===== src/source/fpMacros.svh =====
`ifndef FP_MACROS_SVH
`define FP_MACROS_SVH

// Half-precision field layout
`define FP_EXP_W 5 // Exponent bits
`define FP_MAN_W 10 // Stored mantissa bits
`define FP_WIDTH 16 // Sign, exponent, mantissa

// Exponent encoding
`define FP_BIAS 15
`define FP_EXP_MAX 31 // All ones, inf or NaN

// Quiet NaN produced for every invalid case
`define FP_QNAN 16'h7E00

// Working significand inside the pipeline
// Hidden bit, mantissa, then guard, round and sticky
`define FP_SIG_W 14

`endif


===== src/source/fpFormatPkg.sv =====
`include "fpMacros.svh"

package fpFormatPkg;

	// Raw operand or result word
	typedef logic [`FP_WIDTH-1:0] fpWord;

	typedef logic [`FP_EXP_W-1:0] fpExp; // Biased exponent
	typedef logic [`FP_MAN_W-1:0] fpMan; // Stored fraction

	// Hidden bit, fraction and three low bits for rounding
	typedef logic [`FP_SIG_W-1:0] fpSig;

	// Requested operation
	typedef enum logic {
		fpAdd = 1'b0,
		fpSub = 1'b1
	} fpOpcode;

	// Operand class, also reused as the special-case code downstream
	typedef enum logic [1:0] {
		clsZero = 2'd0, // Zero or subnormal
		clsNormal = 2'd1, // Ordinary number, no special result
		clsInf = 2'd2,
		clsNan = 2'd3
	} fpClass;

endpackage


===== src/source/fpFlagsPkg.sv =====
package fpFlagsPkg;

	// Exception flags, one bit per condition
	typedef logic [3:0] fpFlags;

	// Bit position of each flag inside fpFlags
	typedef enum logic [1:0] {
		flagInexact = 2'd0, // Discarded bits were nonzero
		flagInvalid = 2'd1, // NaN operand or inf - inf
		flagUnderflow = 2'd2, // Flushed to signed zero
		flagOverflow = 2'd3 // Rounded to signed infinity
	} fpFlagIdx;

	// Flags for a result that is exact and finite
	localparam fpFlags flagsNone = 4'b0000;

	// Inexact and overflow together, as produced on overflow
	localparam fpFlags flagsOverflow = 4'b1001;

	// Inexact and underflow together
	localparam fpFlags flagsUnderflow = 4'b0101;

endpackage


===== src/source/fpUnpackStage.sv =====
`include "fpMacros.svh"

module fpUnpackStage (
	input logic clk,
	input logic rst,
	input logic inValid,
	output logic inReady,
	input fpFormatPkg::fpWord a,
	input fpFormatPkg::fpWord b,
	input fpFormatPkg::fpOpcode op,
	output fpFormatPkg::fpClass prepSpecial, // clsNan, clsInf or clsNormal
	output logic prepSign, // Sign of the larger operand
	output logic prepSub, // Effective subtract
	output fpFormatPkg::fpExp prepExp, // Larger exponent
	output fpFormatPkg::fpSig prepLarge,
	output fpFormatPkg::fpSig prepSmall,
	output fpFormatPkg::fpExp prepDiff, // Exponent difference, never negative
	output logic outValid,
	input logic outReady
);
	import fpFormatPkg::*;

	fpClass clsA;
	fpClass clsB;
	fpClass specialNext;
	logic signA;
	logic signB;
	logic [`FP_WIDTH-2:0] keyA; // Magnitude, subnormals forced to zero
	logic [`FP_WIDTH-2:0] keyB;
	logic [`FP_WIDTH-2:0] largeKey;
	logic [`FP_WIDTH-2:0] smallKey;
	logic aLarger;

	function automatic fpClass classify(input fpWord w);
		fpExp e;
		fpMan m;
		e = w[`FP_WIDTH-2:`FP_MAN_W];
		m = w[`FP_MAN_W-1:0];
		if (e == fpExp'(`FP_EXP_MAX)) begin
			if (m != '0) begin
				return clsNan;
			end
			return clsInf;
		end
		if (e == '0) begin
			return clsZero; // Subnormals count as zero
		end
		return clsNormal;
	endfunction

	// Hidden bit only when exponent nonzero, GRS start clear
	function automatic fpSig sigOf(input logic [`FP_WIDTH-2:0] key);
		return {|key[`FP_WIDTH-2:`FP_MAN_W], key[`FP_MAN_W-1:0], 3'b000};
	endfunction

	always_comb begin
		signA = a[`FP_WIDTH-1];
		signB = b[`FP_WIDTH-1] ^ (op == fpSub); // Subtract flips B
		clsA = classify(a);
		clsB = classify(b);
		keyA = (clsA == clsZero) ? '0 : a[`FP_WIDTH-2:0];
		keyB = (clsB == clsZero) ? '0 : b[`FP_WIDTH-2:0];
		aLarger = (keyA >= keyB); // Ties keep A
		largeKey = aLarger ? keyA : keyB;
		smallKey = aLarger ? keyB : keyA;

		// Special-case resolution
		if (clsA == clsNan || clsB == clsNan) begin
			specialNext = clsNan;
		end else if (clsA == clsInf && clsB == clsInf && signA != signB) begin
			specialNext = clsNan; // inf - inf
		end else if (clsA == clsInf || clsB == clsInf) begin
			specialNext = clsInf; // Infinity is always the larger key
		end else begin
			specialNext = clsNormal;
		end
	end

	assign inReady = !outValid || outReady; // Empty slot or draining

	always_ff @(posedge clk) begin
		if (rst) begin
			outValid <= 1'b0;
		end else if (inReady) begin
			outValid <= inValid;
		end
	end

	always_ff @(posedge clk) begin
		if (inValid && inReady) begin
			prepSpecial <= specialNext;
			prepSign <= aLarger ? signA : signB;
			prepSub <= signA ^ signB;
			prepExp <= largeKey[`FP_WIDTH-2:`FP_MAN_W];
			prepLarge <= sigOf(largeKey);
			prepSmall <= sigOf(smallKey);
			prepDiff <= largeKey[`FP_WIDTH-2:`FP_MAN_W] - smallKey[`FP_WIDTH-2:`FP_MAN_W];
		end
	end

	// Stalled slot keeps its contents
	holdStable: assert property (@(posedge clk) disable iff (rst)
		outValid && !outReady |=> outValid && $stable({prepSpecial, prepSign, prepSub,
			prepExp, prepLarge, prepSmall, prepDiff}));

endmodule


===== src/source/fpAlignStage.sv =====
`include "fpMacros.svh"

module fpAlignStage (
	input logic clk,
	input logic rst,
	input logic inValid,
	output logic inReady,
	input fpFormatPkg::fpClass prepSpecial,
	input logic prepSign,
	input logic prepSub,
	input fpFormatPkg::fpExp prepExp,
	input fpFormatPkg::fpSig prepLarge,
	input fpFormatPkg::fpSig prepSmall,
	input fpFormatPkg::fpExp prepDiff,
	output fpFormatPkg::fpClass alnSpecial,
	output logic alnSign,
	output logic alnSub,
	output fpFormatPkg::fpExp alnExp,
	output fpFormatPkg::fpSig alnLarge,
	output fpFormatPkg::fpSig alnSmall, // Shifted, sticky in bit 0
	output logic outValid,
	input logic outReady
);
	import fpFormatPkg::*;

	fpExp shiftAmt; // Saturated shift
	logic [2*`FP_SIG_W-1:0] shifted; // Upper half kept, lower half lost
	fpSig alignedNext;

	always_comb begin
		// Beyond the significand width everything lands in sticky
		shiftAmt = (prepDiff > fpExp'(`FP_SIG_W)) ? fpExp'(`FP_SIG_W) : prepDiff;
		shifted = {prepSmall, {`FP_SIG_W{1'b0}}} >> shiftAmt;
		alignedNext = shifted[2*`FP_SIG_W-1:`FP_SIG_W];
		alignedNext[0] = alignedNext[0] | (|shifted[`FP_SIG_W-1:0]); // Fold lost bits
	end

	assign inReady = !outValid || outReady;

	always_ff @(posedge clk) begin
		if (rst) begin
			outValid <= 1'b0;
		end else if (inReady) begin
			outValid <= inValid;
		end
	end

	always_ff @(posedge clk) begin
		if (inValid && inReady) begin
			alnSpecial <= prepSpecial;
			alnSign <= prepSign;
			alnSub <= prepSub;
			alnExp <= prepExp;
			alnLarge <= prepLarge;
			alnSmall <= alignedNext;
		end
	end

	// Operand ordering from the unpack stage survives the shift
	smallerStays: assert property (@(posedge clk) disable iff (rst)
		outValid |-> alnSmall <= alnLarge);

endmodule


===== src/source/fpAddStage.sv =====
`include "fpMacros.svh"

module fpAddStage (
	input logic clk,
	input logic rst,
	input logic inValid,
	output logic inReady,
	input fpFormatPkg::fpClass alnSpecial,
	input logic alnSign,
	input logic alnSub,
	input fpFormatPkg::fpExp alnExp,
	input fpFormatPkg::fpSig alnLarge,
	input fpFormatPkg::fpSig alnSmall,
	output fpFormatPkg::fpClass sumSpecial,
	output logic sumSign,
	output fpFormatPkg::fpExp sumExp,
	output logic [`FP_SIG_W:0] sumRaw, // Carry bit on top
	output logic sumZeroNeg, // Sign of an exact zero
	output logic outValid,
	input logic outReady
);
	logic [`FP_SIG_W:0] largeExt;
	logic [`FP_SIG_W:0] smallExt;
	logic [`FP_SIG_W:0] rawNext;

	always_comb begin
		largeExt = {1'b0, alnLarge};
		smallExt = {1'b0, alnSmall};
		// Larger minus smaller, so no borrow out
		if (alnSub) begin
			rawNext = largeExt - smallExt;
		end else begin
			rawNext = largeExt + smallExt;
		end
	end

	assign inReady = !outValid || outReady;

	always_ff @(posedge clk) begin
		if (rst) begin
			outValid <= 1'b0;
		end else if (inReady) begin
			outValid <= inValid;
		end
	end

	always_ff @(posedge clk) begin
		if (inValid && inReady) begin
			sumSpecial <= alnSpecial;
			sumSign <= alnSign;
			sumExp <= alnExp;
			sumRaw <= rawNext;
			sumZeroNeg <= alnSign & ~alnSub; // Both operands negative
		end
	end

endmodule


===== src/source/fpNormRoundStage.sv =====
`include "fpMacros.svh"

module fpNormRoundStage (
	input logic clk,
	input logic rst,
	input logic inValid,
	output logic inReady,
	input fpFormatPkg::fpClass sumSpecial,
	input logic sumSign,
	input fpFormatPkg::fpExp sumExp,
	input logic [`FP_SIG_W:0] sumRaw,
	input logic sumZeroNeg,
	output fpFormatPkg::fpWord result,
	output fpFlagsPkg::fpFlags flags,
	output logic outValid,
	input logic outReady
);
	import fpFormatPkg::*;
	import fpFlagsPkg::*;

	localparam logic signed [`FP_EXP_W+1:0] expTop = 7'(2 * `FP_BIAS); // Largest finite

	logic [3:0] lz; // Leading zeros below the carry bit
	fpSig norm; // Hidden bit at the top
	logic signed [`FP_EXP_W+1:0] normExp; // Room for carry and negatives
	logic signed [`FP_EXP_W+1:0] rndExp;
	logic guardBit;
	logic roundBit;
	logic stickyBit;
	logic roundUp;
	logic [`FP_MAN_W:0] manRnd; // Top bit is mantissa carry
	fpWord resultNext;
	fpFlags flagsNext;

	always_comb begin
		// Leading one search, highest set bit wins
		lz = '0;
		for (int i = 0; i < `FP_SIG_W; i++) begin
			if (sumRaw[i]) begin
				lz = 4'(`FP_SIG_W - 1 - i);
			end
		end

		if (sumRaw[`FP_SIG_W]) begin // Carry out, one right
			norm = {sumRaw[`FP_SIG_W:2], sumRaw[1] | sumRaw[0]};
			normExp = $signed({2'b00, sumExp}) + 7'sd1;
		end else begin
			norm = sumRaw[`FP_SIG_W-1:0] << lz;
			normExp = $signed({2'b00, sumExp}) - $signed({3'b000, lz});
		end

		guardBit = norm[2];
		roundBit = norm[1];
		stickyBit = norm[0];
		roundUp = guardBit & (roundBit | stickyBit | norm[3]); // Ties to even
		manRnd = {1'b0, norm[`FP_SIG_W-2:3]} + {{`FP_MAN_W{1'b0}}, roundUp};
		rndExp = normExp + $signed({6'b000000, manRnd[`FP_MAN_W]}); // All-ones mantissa wraps

		// Ordinary finite result first, specials override below
		resultNext = {sumSign, rndExp[`FP_EXP_W-1:0], manRnd[`FP_MAN_W-1:0]};
		flagsNext = flagsNone;
		flagsNext[flagInexact] = guardBit | roundBit | stickyBit;

		if (sumSpecial == clsNan) begin
			resultNext = `FP_QNAN;
			flagsNext = flagsNone;
			flagsNext[flagInvalid] = 1'b1;
		end else if (sumSpecial == clsInf) begin
			resultNext = {sumSign, fpExp'(`FP_EXP_MAX), {`FP_MAN_W{1'b0}}};
			flagsNext = flagsNone; // Exact infinity
		end else if (sumRaw == '0) begin
			resultNext = {sumZeroNeg, {(`FP_WIDTH-1){1'b0}}};
			flagsNext = flagsNone;
		end else if (normExp < 7'sd1) begin
			// Below normal range, flush
			resultNext = {sumSign, {(`FP_WIDTH-1){1'b0}}};
			flagsNext = flagsUnderflow;
		end else if (rndExp > expTop) begin
			resultNext = {sumSign, fpExp'(`FP_EXP_MAX), {`FP_MAN_W{1'b0}}};
			flagsNext = flagsOverflow;
		end
	end

	assign inReady = !outValid || outReady;

	always_ff @(posedge clk) begin
		if (rst) begin
			outValid <= 1'b0;
		end else if (inReady) begin
			outValid <= inValid;
		end
	end

	always_ff @(posedge clk) begin
		if (inValid && inReady) begin
			result <= resultNext;
			flags <= flagsNext;
		end
	end

	// Output handshake always resolved once out of reset
	knownValid: assert property (@(posedge clk) disable iff (rst)
		!$isunknown(outValid));

endmodule


===== src/source/fpAddSubTop.sv =====
`include "fpMacros.svh"

module fpAddSubTop (
	input logic clk,
	input logic rst,
	input logic inValid,
	output logic inReady,
	input fpFormatPkg::fpWord a,
	input fpFormatPkg::fpWord b,
	input fpFormatPkg::fpOpcode op,
	output logic outValid,
	input logic outReady,
	output fpFormatPkg::fpWord result,
	output fpFlagsPkg::fpFlags flags
);
	import fpFormatPkg::*;

	// Unpack to align
	logic prepValid;
	logic prepReady;
	fpClass prepSpecial;
	logic prepSign;
	logic prepSub;
	fpExp prepExp;
	fpSig prepLarge;
	fpSig prepSmall;
	fpExp prepDiff;

	// Align to add
	logic alnValid;
	logic alnReady;
	fpClass alnSpecial;
	logic alnSign;
	logic alnSub;
	fpExp alnExp;
	fpSig alnLarge;
	fpSig alnSmall;

	// Add to normalize and round
	logic sumValid;
	logic sumReady;
	fpClass sumSpecial;
	logic sumSign;
	fpExp sumExp;
	logic [`FP_SIG_W:0] sumRaw;
	logic sumZeroNeg;

	fpUnpackStage unpack (
		.clk(clk), .rst(rst), .inValid(inValid), .inReady(inReady),
		.a(a), .b(b), .op(op),
		.prepSpecial(prepSpecial), .prepSign(prepSign), .prepSub(prepSub),
		.prepExp(prepExp), .prepLarge(prepLarge), .prepSmall(prepSmall),
		.prepDiff(prepDiff), .outValid(prepValid), .outReady(prepReady)
	);

	fpAlignStage align (
		.clk(clk), .rst(rst), .inValid(prepValid), .inReady(prepReady),
		.prepSpecial(prepSpecial), .prepSign(prepSign), .prepSub(prepSub),
		.prepExp(prepExp), .prepLarge(prepLarge), .prepSmall(prepSmall),
		.prepDiff(prepDiff),
		.alnSpecial(alnSpecial), .alnSign(alnSign), .alnSub(alnSub), .alnExp(alnExp),
		.alnLarge(alnLarge), .alnSmall(alnSmall),
		.outValid(alnValid), .outReady(alnReady)
	);

	fpAddStage add (
		.clk(clk), .rst(rst), .inValid(alnValid), .inReady(alnReady),
		.alnSpecial(alnSpecial), .alnSign(alnSign), .alnSub(alnSub), .alnExp(alnExp),
		.alnLarge(alnLarge), .alnSmall(alnSmall),
		.sumSpecial(sumSpecial), .sumSign(sumSign), .sumExp(sumExp), .sumRaw(sumRaw),
		.sumZeroNeg(sumZeroNeg), .outValid(sumValid), .outReady(sumReady)
	);

	fpNormRoundStage normRound (
		.clk(clk), .rst(rst), .inValid(sumValid), .inReady(sumReady),
		.sumSpecial(sumSpecial), .sumSign(sumSign), .sumExp(sumExp), .sumRaw(sumRaw),
		.sumZeroNeg(sumZeroNeg), .result(result), .flags(flags),
		.outValid(outValid), .outReady(outReady)
	);

endmodule


===== config.mk =====
export PLATFORM = sky130hd
export DESIGN_NAME = fpAddSubTop
export DESIGN_NICKNAME = d
export VERILOG_FILES = /design/src/source/fpFormatPkg.sv /design/src/source/fpFlagsPkg.sv /design/src/source/fpUnpackStage.sv /design/src/source/fpAlignStage.sv /design/src/source/fpAddStage.sv /design/src/source/fpNormRoundStage.sv /design/src/source/fpAddSubTop.sv
export VERILOG_INCLUDE_DIRS = /design/src /design/src/source
export SDC_FILE = /design/constraint.sdc
export NUM_CORES = 1
export LEC_CHECK = 0
export BUFFER_PORTS_ARGS = -buffer_cell sky130_fd_sc_hd__clkbuf_2
export CORE_MARGIN = 1
export CORE_UTILIZATION = 45
export DETAILED_ROUTE_END_ITERATION = 8
export GPL_ROUTABILITY_DRIVEN = 0
export PLACE_DENSITY_LB_ADDON = 0.2
export SLEW_MARGIN = 30
export SYNTH_ARGS = -nofsm -noshare
export SYNTH_HDL_FRONTEND = slang
export SYNTH_SLANG_ARGS = --single-unit

===== constraint.sdc =====
create_clock -name clk -period 11.4 [get_ports clk]
set_input_delay 0 -clock clk [delete_from_list [all_inputs] [get_ports clk]]
set_output_delay 0 -clock clk [all_outputs]
set_load 0.02 [all_outputs]

### Word level (Yosys, flattened, before mapping)

Cells that the tools add are included.

* bits in registers: 118
* latch bits: 0
* RAM bits: 0
* memory bits (read-only): 0
* input bits: 37
* output and inout bits: 22
* logic and storage cells: 146
* memories kept: 0

* $add $sub $neg: 7
* multiply operators: 0
* divide/modulo/power cells: 0
* magnitude comparators: 4
* eq/ne operators: 9
* shifts and indexed selects: 2
* multiplexer cells: 54
* bitwise operators: 11
* reductions and logical operators: 31

Operators with widths (number)
* 2-to-1 mux 15 bit: 7
* 2-to-1 mux 4 bit: 15
* 2-to-1 mux 16 bit: 2
* 2-to-1 mux 2 bit: 15
* right shift 28 x 5 -> 28 bit: 1
* nonzero test 10 bit: 2
* adder 14 x 14 -> 15 bit: 1
* greater-or-equal comparator 15 bit: 1
* zero test 15 bit: 1
* OR reduction 5 bit: 3
* subtractor 14 x 14 -> 15 bit: 1
* OR reduction 14 bit: 1
* << shifter 14 x 4 -> 13 bit: 1
* 2-to-1 mux 13 bit: 1
* == test 2 bit (second input constant): 6
* adder 10 x 1 -> 11 bit: 1
* 2-to-1 mux 1 bit: 11
* == test 5 bit (second input constant): 2
* zero test 5 bit: 2
* adder 7 x 2 -> 7 bit: 1
* greater-than comparator 7 x 6 -> 1 bit (second input constant): 1
* < comparator 7 x 2 -> 1 bit (second input constant): 1
* 2-to-1 mux 7 bit: 1
* adder 5 x 1 -> 6 bit (second input constant): 1
* 17 further kinds: 39

### Logic depth before layout (Yosys ltp)

Gate-level depths: netlist (run 1).

* depth after elaboration: 26
* gate-level depth with buffers: 23
* depth with buffers taken out: 21

### Hierarchy

A second synthesis (run 1) with hierarchy kept.

* cell total of the unflattened synthesis: 895
* area total of the unflattened synthesis: 8708.4 sq um

Modules (own cells, without submodules)
* fpNormRoundStage: times used 1, cells each 308, area an instance 2528.7 sq um, sequential area each 620.6 sq um
* fpUnpackStage: times used 1, cells each 236, area an instance 2296.0 sq um, sequential area each 1101.1 sq um
* fpAlignStage: times used 1, cells each 181, area an instance 2127.0 sq um, sequential area each 1131.1 sq um
* fpAddStage: times used 1, cells each 170, area an instance 1756.7 sq um, sequential area each 740.7 sq um

### Least setup slack after synthesis (run 1)

Ideal clock, no wire load.

* path type: register -> register
* start: register add.sumRaw[10]
* end: register normRound.result[9] (data pin)
* library setup time: 259 ps
* arrival: 5068 ps
* data required time: 11141 ps
* slack: 6073 ps
* cell stages (with the launch flop): 24
* buffers on the path: 2
* period minus slack after synthesis: 5327 ps
* cells stage by stage: edfxtp_1 -> buf_2 -> nor3b_1 -> nor3_4 -> o21ai_2 -> inv_4 -> mux2i_1 -> o221ai_1 -> nand2_1 -> inv_1 -> ha_1 -> o21ai_0 -> or3b_1 -> nor4b_1 -> ha_1 -> ha_1 -> xnor2_1 -> or3_1 -> a211o_1 -> a211oi_1 -> nand2b_1 -> clkbuf_1 -> a311oi_1 -> a211o_1

* cells in the longest elaborated chain, start to end: 16

RTL lines
* from (decl): line fpAddStage.sv:17 `` output logic [`FP_SIG_W:0] sumRaw, ``
* from (signal assigned): line fpAddStage.sv:52 `sumRaw <= rawNext;`
* 2-to-1 mux 4 bit (4 in a row): line fpNormRoundStage.sv:39 `if (sumRaw[i]) begin`
* << shifter 14 x 4 -> 13 bit: line fpNormRoundStage.sv:48 `` norm = sumRaw[`FP_SIG_W-1:0] << lz; ``
* 2-to-1 mux 13 bit: line fpNormRoundStage.sv:44 `` if (sumRaw[`FP_SIG_W]) begin ``
* OR 1 bit (2 in a row): line fpNormRoundStage.sv:55 `roundUp = guardBit & (roundBit | stickyBit | norm[3]);`
* bitwise AND 1 bit: line fpNormRoundStage.sv:55
* adder 10 x 1 -> 11 bit: line fpNormRoundStage.sv:56 `` manRnd = {1'b0, norm[`FP_SIG_W-2:3]} + {{`FP_MAN_W{1'b0}}, roundUp}; ``
* adder 7 x 2 -> 7 bit: line fpNormRoundStage.sv:57 `` rndExp = normExp + $signed({6'b000000, manRnd[`FP_MAN_W]}); ``
* greater-than comparator 7 x 6 -> 1 bit: line fpNormRoundStage.sv:78 `end else if (rndExp > expTop) begin`
* 2-to-1 mux 15 bit: line fpNormRoundStage.sv:78
* 2-to-1 mux 15 bit: line fpNormRoundStage.sv:74 `end else if (normExp < 7'sd1) begin`
* 2-to-1 mux 16 bit *: line fpNormRoundStage.sv:71 `end else if (sumRaw == '0) begin`
* 2-to-1 mux 16 bit *: line fpNormRoundStage.sv:68 `end else if (sumSpecial == clsInf) begin`
* to (signal assigned): line fpNormRoundStage.sv:96 `result <= resultNext;`
* to (decl): line fpNormRoundStage.sv:13 `output fpFormatPkg::fpWord result,`

Every way passes the cells marked *; elsewhere a longest branch is shown, timed or not.
A chain may end at the register's enable or synchronous reset.

### Worst setup path after layout (run 1)

* start: register add.sumRaw[13]
* end: register normRound.result[9] (data pin)

* cells in the longest elaborated chain, start to end: 13

RTL lines (line)
* 2-to-1 mux 4 bit: fpNormRoundStage.sv:39
* << shifter 14 x 4 -> 13 bit: fpNormRoundStage.sv:48
* 2-to-1 mux 13 bit: fpNormRoundStage.sv:44
* OR 1 bit (2 in a row): fpNormRoundStage.sv:55
* bitwise AND 1 bit: fpNormRoundStage.sv:55
* adder 10 x 1 -> 11 bit: fpNormRoundStage.sv:56
* adder 7 x 2 -> 7 bit: fpNormRoundStage.sv:57
* greater-than comparator 7 x 6 -> 1 bit: fpNormRoundStage.sv:78
* 2-to-1 mux 15 bit: fpNormRoundStage.sv:78
* 2-to-1 mux 15 bit: fpNormRoundStage.sv:74
* 2-to-1 mux 16 bit *: fpNormRoundStage.sv:71
* 2-to-1 mux 16 bit *: fpNormRoundStage.sv:68

Marks and branches as above.

==> results.md, run 1 <==
* FF+latch count, synth at 118
* Root Driver: clkbuf_16
* Number of synthesis warnings at 0
* Detail Route Antenna Nets at 0
* Final core occ at 52.64%
* First-pass GRT wire length at 27740 um
* Worst-case clock buffer depth at 2
* Multi-input logic area at 0.004059 mm^2
* Post-synthesis compound-gate area fraction at 17.48%
* Gate Count Post-Synth at 815
* Final clock skew at 0.006996 ns
* Reg clk slew, reported paths at 0.06 ns
* Post-synth top area share at 43.37%
* Run status: completed
* Power per standard cell area at 133.0 mW/mm^2
* Drt first pass iters at 5
* Hold Fails Final Rpt at 0
* Mux cell area share after synthesis at 3.852%
* Final Slew Violations at 0
* I/O pin count at 59
* Sw power at 326.6 uW
* Worst Path Required at 11.56 ns
* Post-synth cell types at 80
* Die Wd at 134.4 um
* Vias/cell at 5.547
* Max Cap Violations at 0
* Number of remaining DRC errors at 0
* Cell area after synthesis at 0.007894 mm^2
* Core area at 0.01724 mm^2
* Fmax at 154.0 MHz
* Sequential fraction of the synthesis area at 44.38%
* Global Route Usage Sum at 19.46%
* Critical-path cell list: inv_1 > o311a_1 > and2_1 > inv_2 > or3_1 > o221ai_1 > nand2_1 > inv_1 > ha_1 > o21ai_0 > or3b_1 > nor4b_1 > ha_1 > ha_1 > xnor2_1 > or3_1 > a211o_1 > a211oi_1 > nand2b_1 > a311oi_1 > a211o_1
* Hold Path Class: in2reg
* Via count at 6190
* Top cells by area, synth: edfxtp_1, ha_1, nor2_1
* Post-DP Area at 0.008409 mm^2
* Antenna Diode Count at 0
* Post-synthesis adder-cell area fraction at 7.957%
* Final setup vio count at 0
* Post-route cell area at 0.009074 mm^2
* XOR/XNOR Fraction of Synth Area at 2.996%
* Crit Path Max Fanout at 14
* HPWL Detailed at 12850 um
* Pin count of the biggest net entering global routing at 35
* Slew @ Worst Pin at 0.8271 ns
* Sequential power share at 43.6%
* RSZ-0062 raised after global routing: no
* Critical path's most frequent cell: ha_1
* CP startpoint kind: register
* Crit-path slowest cell: edfxtp_1
* TritonCTS clock tree: built
* Cell Rows at 48
* Worst Setup Path Type: reg2reg
* H-tree levels at 4
* Vias in the first global route at 5767
* Grt total ovfl at 0
* Ys async rst share at 0%
* Die area at 0.01808 mm^2
* Clk pwr share at 40.6%
* Max rail drop VDD at 0.09782 mV
* Synthesis-to-layout area growth at 14.95%
* EDFF count, synth at 114
* Slew headroom at 44.86%
* Synth Flop Type: edfxtp_1
* Final wirelength at 16850 um
* Fin crit period at 6.493 ns
* Area leader, netlist: edfxtp_1
* Largest family of logic cells by synthesized area: simple AND/OR/NAND/NOR gates
* Share of cells above drive strength 1 at 14.48%
* Leak at 3.533 nW
* Pint at 879.8 uW
* Final Cycle Share at 56.96%
* Storage element area at 0.003503 mm^2
* Nets@finish at 964
* Post-CTS setup buffers at 0
* Max incr delay on CP at 0.50 ns
* PortBufs at 58
* WL per Instance at 15.10 um
* Syn Area/Cell at 9.686 um^2
* Fill count at 1549
* Initial DRC Count at 385
* Clock sink count at 118
* Final setup TNS at 0 ns
* Initial Util at 45.80%
* Post-Synth Simple-Gate Area at 18.85%
* Worst-Skew Late Latency at 0.41 ns
* Top cells by count, synth: edfxtp_1, nor2_1, nand2_1
* Most numerous cell in the Yosys netlist: edfxtp_1
* Critical Path Sink Type: register
* Comb power frac at 15.8%
* Switching share of power at 27.07%
* Initial antenna violation count at 0
* Die height at 134.4 um
* CP arrival at 6.66 ns
* Total CTS buffers at 17
* Syn_nets at 901
## stage by stage
| step | hold slack, ns | std cells | power, mW | setup WS (ns) |
|---|---|---|---|---|
| floorplan | 0.06907 | 815 | 0.6699 | 6.073 |
| global route | 0.03211 | 1116 | 1.261 | 4.364 |
| detailed placement | 0.2194 | 1073 | 0.7206 | 5.007 |
| CTS | 0.005678 | 1116 | 1.213 | 4.958 |
| finish | 0.01676 | 1116 | 1.206 | 4.907 |
| global placement | 0.2185 | 1072 | 0.7193 | 5.169 |
## power by group through the flow
stage / logic, mW / registers, mW / clock network, mW
global route: 0.214 / 0.529 / 0.518
detailed placement: 0.185 / 0.536 / 0
global placement: 0.185 / 0.535 / 0
floorplan: 0.139 / 0.531 / 0
finish: 0.191 / 0.526 / 0.489
CTS: 0.190 / 0.527 / 0.496
## state kept, by name, indices dropped and copies added (netlist names), 2 cells and up
signal / count
unpack.prepLarge: 11
align.alnExp: 5
align.alnLarge: 11
unpack.prepSmall: 11
normRound.flags: 4
add.sumSpecial: 2
unpack.prepExp: 5
add.sumRaw: 15
align.alnSpecial: 2
add.sumExp: 5
unpack.prepSpecial: 2
normRound.result: 16
align.alnSmall: 14
unpack.prepDiff: 5
## per-layer routing
layer | share of wire (%) | vias up | GRT usage (%)
met2 | 48 | 173 | 33.16
met3 | 3.9 | 33 | 3.704
met5 | 0 | - | 0
li1 | - | 3152 | -
met4 | 2.5 | 0 | 7.054
met1 | 45 | 2832 | 24.55
## timing repair
item | 4_1_cts | 5_1_grt
gates resized for setup | 0 | 0
endpoints found under the hold margin | 11 | 0
hold buffers | 11 | 0
## path summary, 6_finish.rpt
kind / from / endpoint / slack, ns / cells after the start
min reg2reg: unpack.prepExp[0]$_DFFE_PP_ / align.alnExp[0]$_DFFE_PP_ / 0.41 / 0
max: add.sumRaw[13]$_DFFE_PP_ / normRound.result[9]$_SDFFCE_PP1P_ / 4.91 / 21
max reg2reg: add.sumRaw[13]$_DFFE_PP_ / normRound.result[9]$_SDFFCE_PP1P_ / 4.91 / 21
min: b[4] / unpack.prepSmall[7]$_DFFE_PP_ / 0.02 / 3
## cells in the final DEF, fill, tap and decap left out, types with 5 or more instances in the layout
master         synthesis  layout
nor3_1                21      21
nor2_1                75      75
edfxtp_1             114     114
nand2b_1              11      11
clkbuf_16              0      17
buf_4                  0       7
o31ai_1                7       7
or2_2                  8       8
nand4_1                6       6
a21o_1                 8       8
clkbuf_2               1      58
inv_6                  0       5
nor2b_1               15      14
and2_1                17      17
mux2_2                 7       7
a21boi_0               9       8
a211oi_1               7       7
dlygate4sd3_1          0      11
ha_1                  47      47
o22ai_1                6       6
nand2_1               71      71
a21oi_1               51      50
xor2_1                 9       9
xnor2_1               18      18
and3_1                 8       8
a31oi_1                7       7
nand3_1               21      21
inv_1                 52      52
o21ai_0               56      55
nor4_1                10      10
or3_1                 10      10
mux2i_1               18      18
o21a_1                 8       8
## critical path: cells and delay by family, from the launching register on
family                     cells  cell delay (ns)
adders and majority gates      3             0.64
and+or+nand+nor                7             2.76
xor gates and xnor gates       1             0.11
DFF                            1             0.50
buffers and inverters          3             0.54
AOI/OAI and AO/OA              7             1.67
## final cells by class
| type | instances | share of cell area (%) |
|---|---|---|
| inverter | 55 | 2.303 |
| sequential | 118 | 38.61 |
| tap | 225 | 3.103 |
| clock buffer | 20 | 5.033 |
| timing repair buffer | 77 | 5.157 |
| multi-input combinational | 609 | 44.73 |
| clock inverter | 12 | 1.062 |
## kinds of logic (layout without fill, tap and decap cells)
kind of cell,Yosys count,in the layout
muxes,27,27
xor gates and xnor gates,27,27
buffers and inverters,88,164
and+or+nand+nor,295,295
AOI/OAI and AO/OA,211,211
adders and majority gates,49,49
DFF,118,118
(Power assumes the default switching activity.)
==> run 2: changes to the inputs <==
clock period = 5.7 ns   (was 11.4 ns; I/O delays follow)
==> run 2 against run 1 <==
The run now ends with DRC left; flip-flop and latch count unchanged; hold slack better by 0.0071 ns; largest power group unchanged; via count up 2.5%; critical path type unchanged; setup slack worse by 4.6 ns.
==> results.md, run 2 (same netlist as run 1, synthesis figures left out) <==
* Core area at 0.01724 mm^2 (unchanged)
* Slew headroom at 40.14% (-4.7 points)
* Fill count at 1495 (-3.5%)
* Post-DP Area at 0.008484 mm^2 (+0.89%)
* Die Wd at 134.4 um (unchanged)
* Switching share of power at 27.81% (+0.74 points)
* H-tree levels at 4 (unchanged)
* Total CTS buffers at 17 (unchanged)
* Sequential power share at 42.2% (-1.4 points)
* CP arrival at 5.59 ns (-1.07 ns)
* Via count at 6347 (+2.5%)
* Max rail drop VDD at 0.2070 mV (+110%)
* Number of remaining DRC errors at 1 (+1)
* Die area at 0.01808 mm^2 (unchanged)
* Pin count of the biggest net entering global routing at 35 (unchanged)
* PnR worst setup slack at 0.2905 ns (-4.616 ns)
* Final wirelength at 17590 um (+4.4%)
* Final clock skew at 0.009296 ns (+0.002300 ns)
* Power consumption at 2.493 mW (+110%)
* Cell count after placement at 1083 (+0.93%)
* Initial antenna violation count at 0 (unchanged)
* Reg clk slew, reported paths at 0.06 ns (about the same)
* CP startpoint kind: register
* First-pass GRT wire length at 29070 um (+4.8%)
* Critical Path Sink Type: register
* Fin crit period at 5.409 ns (-1.084 ns)
* Pint at 1.800 mW (+100%)
* Worst Path Required at 5.88 ns (-5.68 ns)
* Root Driver: clkbuf_16
* Finished Layout Cells at 1142 (+2.3%)
* Cell Rows at 48 (unchanged)
* Sw power at 693.4 uW (+110%)
* Leak at 3.697 nW (+4.6%)
* Share of cells above drive strength 1 at 17.34% (+2.9 points)
* Global Route Usage Sum at 20.40% (+0.94 points)
* Power per standard cell area at 265.4 mW/mm^2 (+100%)
* Max Cap Violations at 0 (unchanged)
* Worst-Skew Late Latency at 0.42 ns (about the same)
* Slew @ Worst Pin at 0.8753 ns (+0.04822 ns)
* Post-route cell area at 0.009395 mm^2 (+3.5%)
* Final setup vio count at 0 (unchanged)
* WHS at 0.02384 ns (+0.007082 ns)
* Comb power frac at 15.7% (about the same)
* Clock sink count at 118 (unchanged)
* Detail Route Antenna Nets at 0 (unchanged)
* Worst-case clock buffer depth at 2 (unchanged)
* Max reg flops at 16 (unchanged)
* Antenna Diode Count at 0 (unchanged)
* PortBufs at 58 (unchanged)
* Initial DRC Count at 490 (+27%)
* Top reg by flops: normRound.result
* Pre-CTS WS at 0.1125 ns (-4.895 ns)
* Registers with the most flip-flops: normRound.result x16, add.sumRaw x15, align.alnSmall x14
* Final Cycle Share at 94.90% (+38 points)
* HPWL Detailed at 13060 um (+1.6%)
* Fmax at 184.9 MHz (+20%)
* Grt total ovfl at 0 (unchanged)
* Commonest non-fill, non-tap cell in the layout: edfxtp_1
* Most frequent cells in the layout: edfxtp_1, nor2_1, nand2_1
* Worst Setup Path Type: reg2reg
* Vias/cell at 5.558 (+0.20%)
* Run status: finished, violations left
* Drt first pass iters at 7 (+2)
* Die height at 134.4 um (unchanged)
* Vias in the first global route at 6087 (+5.5%)
* Final setup TNS at 0 ns (unchanged)
* I/O pin count at 59 (unchanged)
* Crit Path Max Fanout at 7 (-7)
* Violated checks: DRC
* Synthesis-to-layout area growth at 19.02%
* Nets@finish at 990 (+2.7%)
* Initial Util at 45.80% (unchanged)
* Hold Path Class: in2reg
* Final Slew Violations at 0 (unchanged)
* TritonCTS clock tree: built
* WL per Instance at 15.40 um (+2.0%)
* Clk pwr share at 42.1% (+1.5 points)
* Final core occ at 54.51% (+1.9 points)
* Hold Fails Final Rpt at 0 (unchanged)
run 2: what timing repair did:
| item | in CTS | in global routing |
|---|---|---|
| setup buffers | 0 | 11 |
| hold buffers | 16 | 0 |
| endpoints found under the setup margin | 0 | 15 |
| hold endpoints to repair | 17 | 0 |
| gates resized for setup | 0 | 12 |
run 2: worst paths after layout:
path,endpoint,cells after the start,from,slack (ns)
setup / recovery,normRound.result[9]$_SDFFCE_PP1P_,20,add.sumRaw[11]$_DFFE_PP_,0.29
hold reg to reg,align.alnLarge[9]$_DFFE_PP_,0,unpack.prepLarge[9]$_DFFE_PP_,0.42
hold / removal,unpack.prepSmall[12]$_DFFE_PP_,3,b[9],0.02
setup reg to reg,normRound.result[9]$_SDFFCE_PP1P_,20,add.sumRaw[11]$_DFFE_PP_,0.29
run 2: area by class of cell:
type / count / area (um^2) / area share, %
flip-flops and latches: 118 / 3503 / 37.29
clock inverters: 15 / 158.9 / 1.691
multi-input cells: 609 / 4141 / 44.08
well taps: 225 / 281.5 / 2.996
clock buffers: 17 / 425.4 / 4.528
repair buffers: 103 / 675.6 / 7.191
inverters: 55 / 209.0 / 2.224
run 2: routing by layer:
| layer | routed length (um) | track usage (%) | share of wire [%] |
|---|---|---|---|
| met1 | 7846 | 25.02 | 45 |
| met2 | 8665 | 35.12 | 49 |
| met3 | 689 | 3.590 | 3.9 |
| met4 | 391 | 8.926 | 2.2 |
| met5 | 0 | 0 | 0 |
run 2: power groups by stage:
| stage | Sequential (mW) | Combinational (mW) | Clock (mW) |
|---|---|---|---|
| floorplan | 1.06 | 0.278 | 0 |
| global placement | 1.07 | 0.369 | 0 |
| detailed placement | 1.07 | 0.372 | 0 |
| CTS | 1.05 | 0.385 | 1.07 |
| global route | 1.06 | 0.439 | 1.11 |
| finish | 1.05 | 0.391 | 1.05 |
run 2: worst max-delay path: stages, from the launching register on:
cell and delay, ns:
edfxtp_1 0.50, buf_4 0.19, or4_1 0.61, a211oi_2 0.33, or2_1 0.21, nor2_1 0.09
a32o_1 0.28, or2_2 0.29, ha_1 0.23, o21ai_0 0.11, or3b_1 0.23, nor4b_4 0.07
ha_1 0.20, ha_1 0.21, xnor2_1 0.16, or3_1 0.36, a211o_1 0.31, a211oi_2 0.26
nand2b_1 0.18, a311oi_1 0.06, a211o_1 0.28
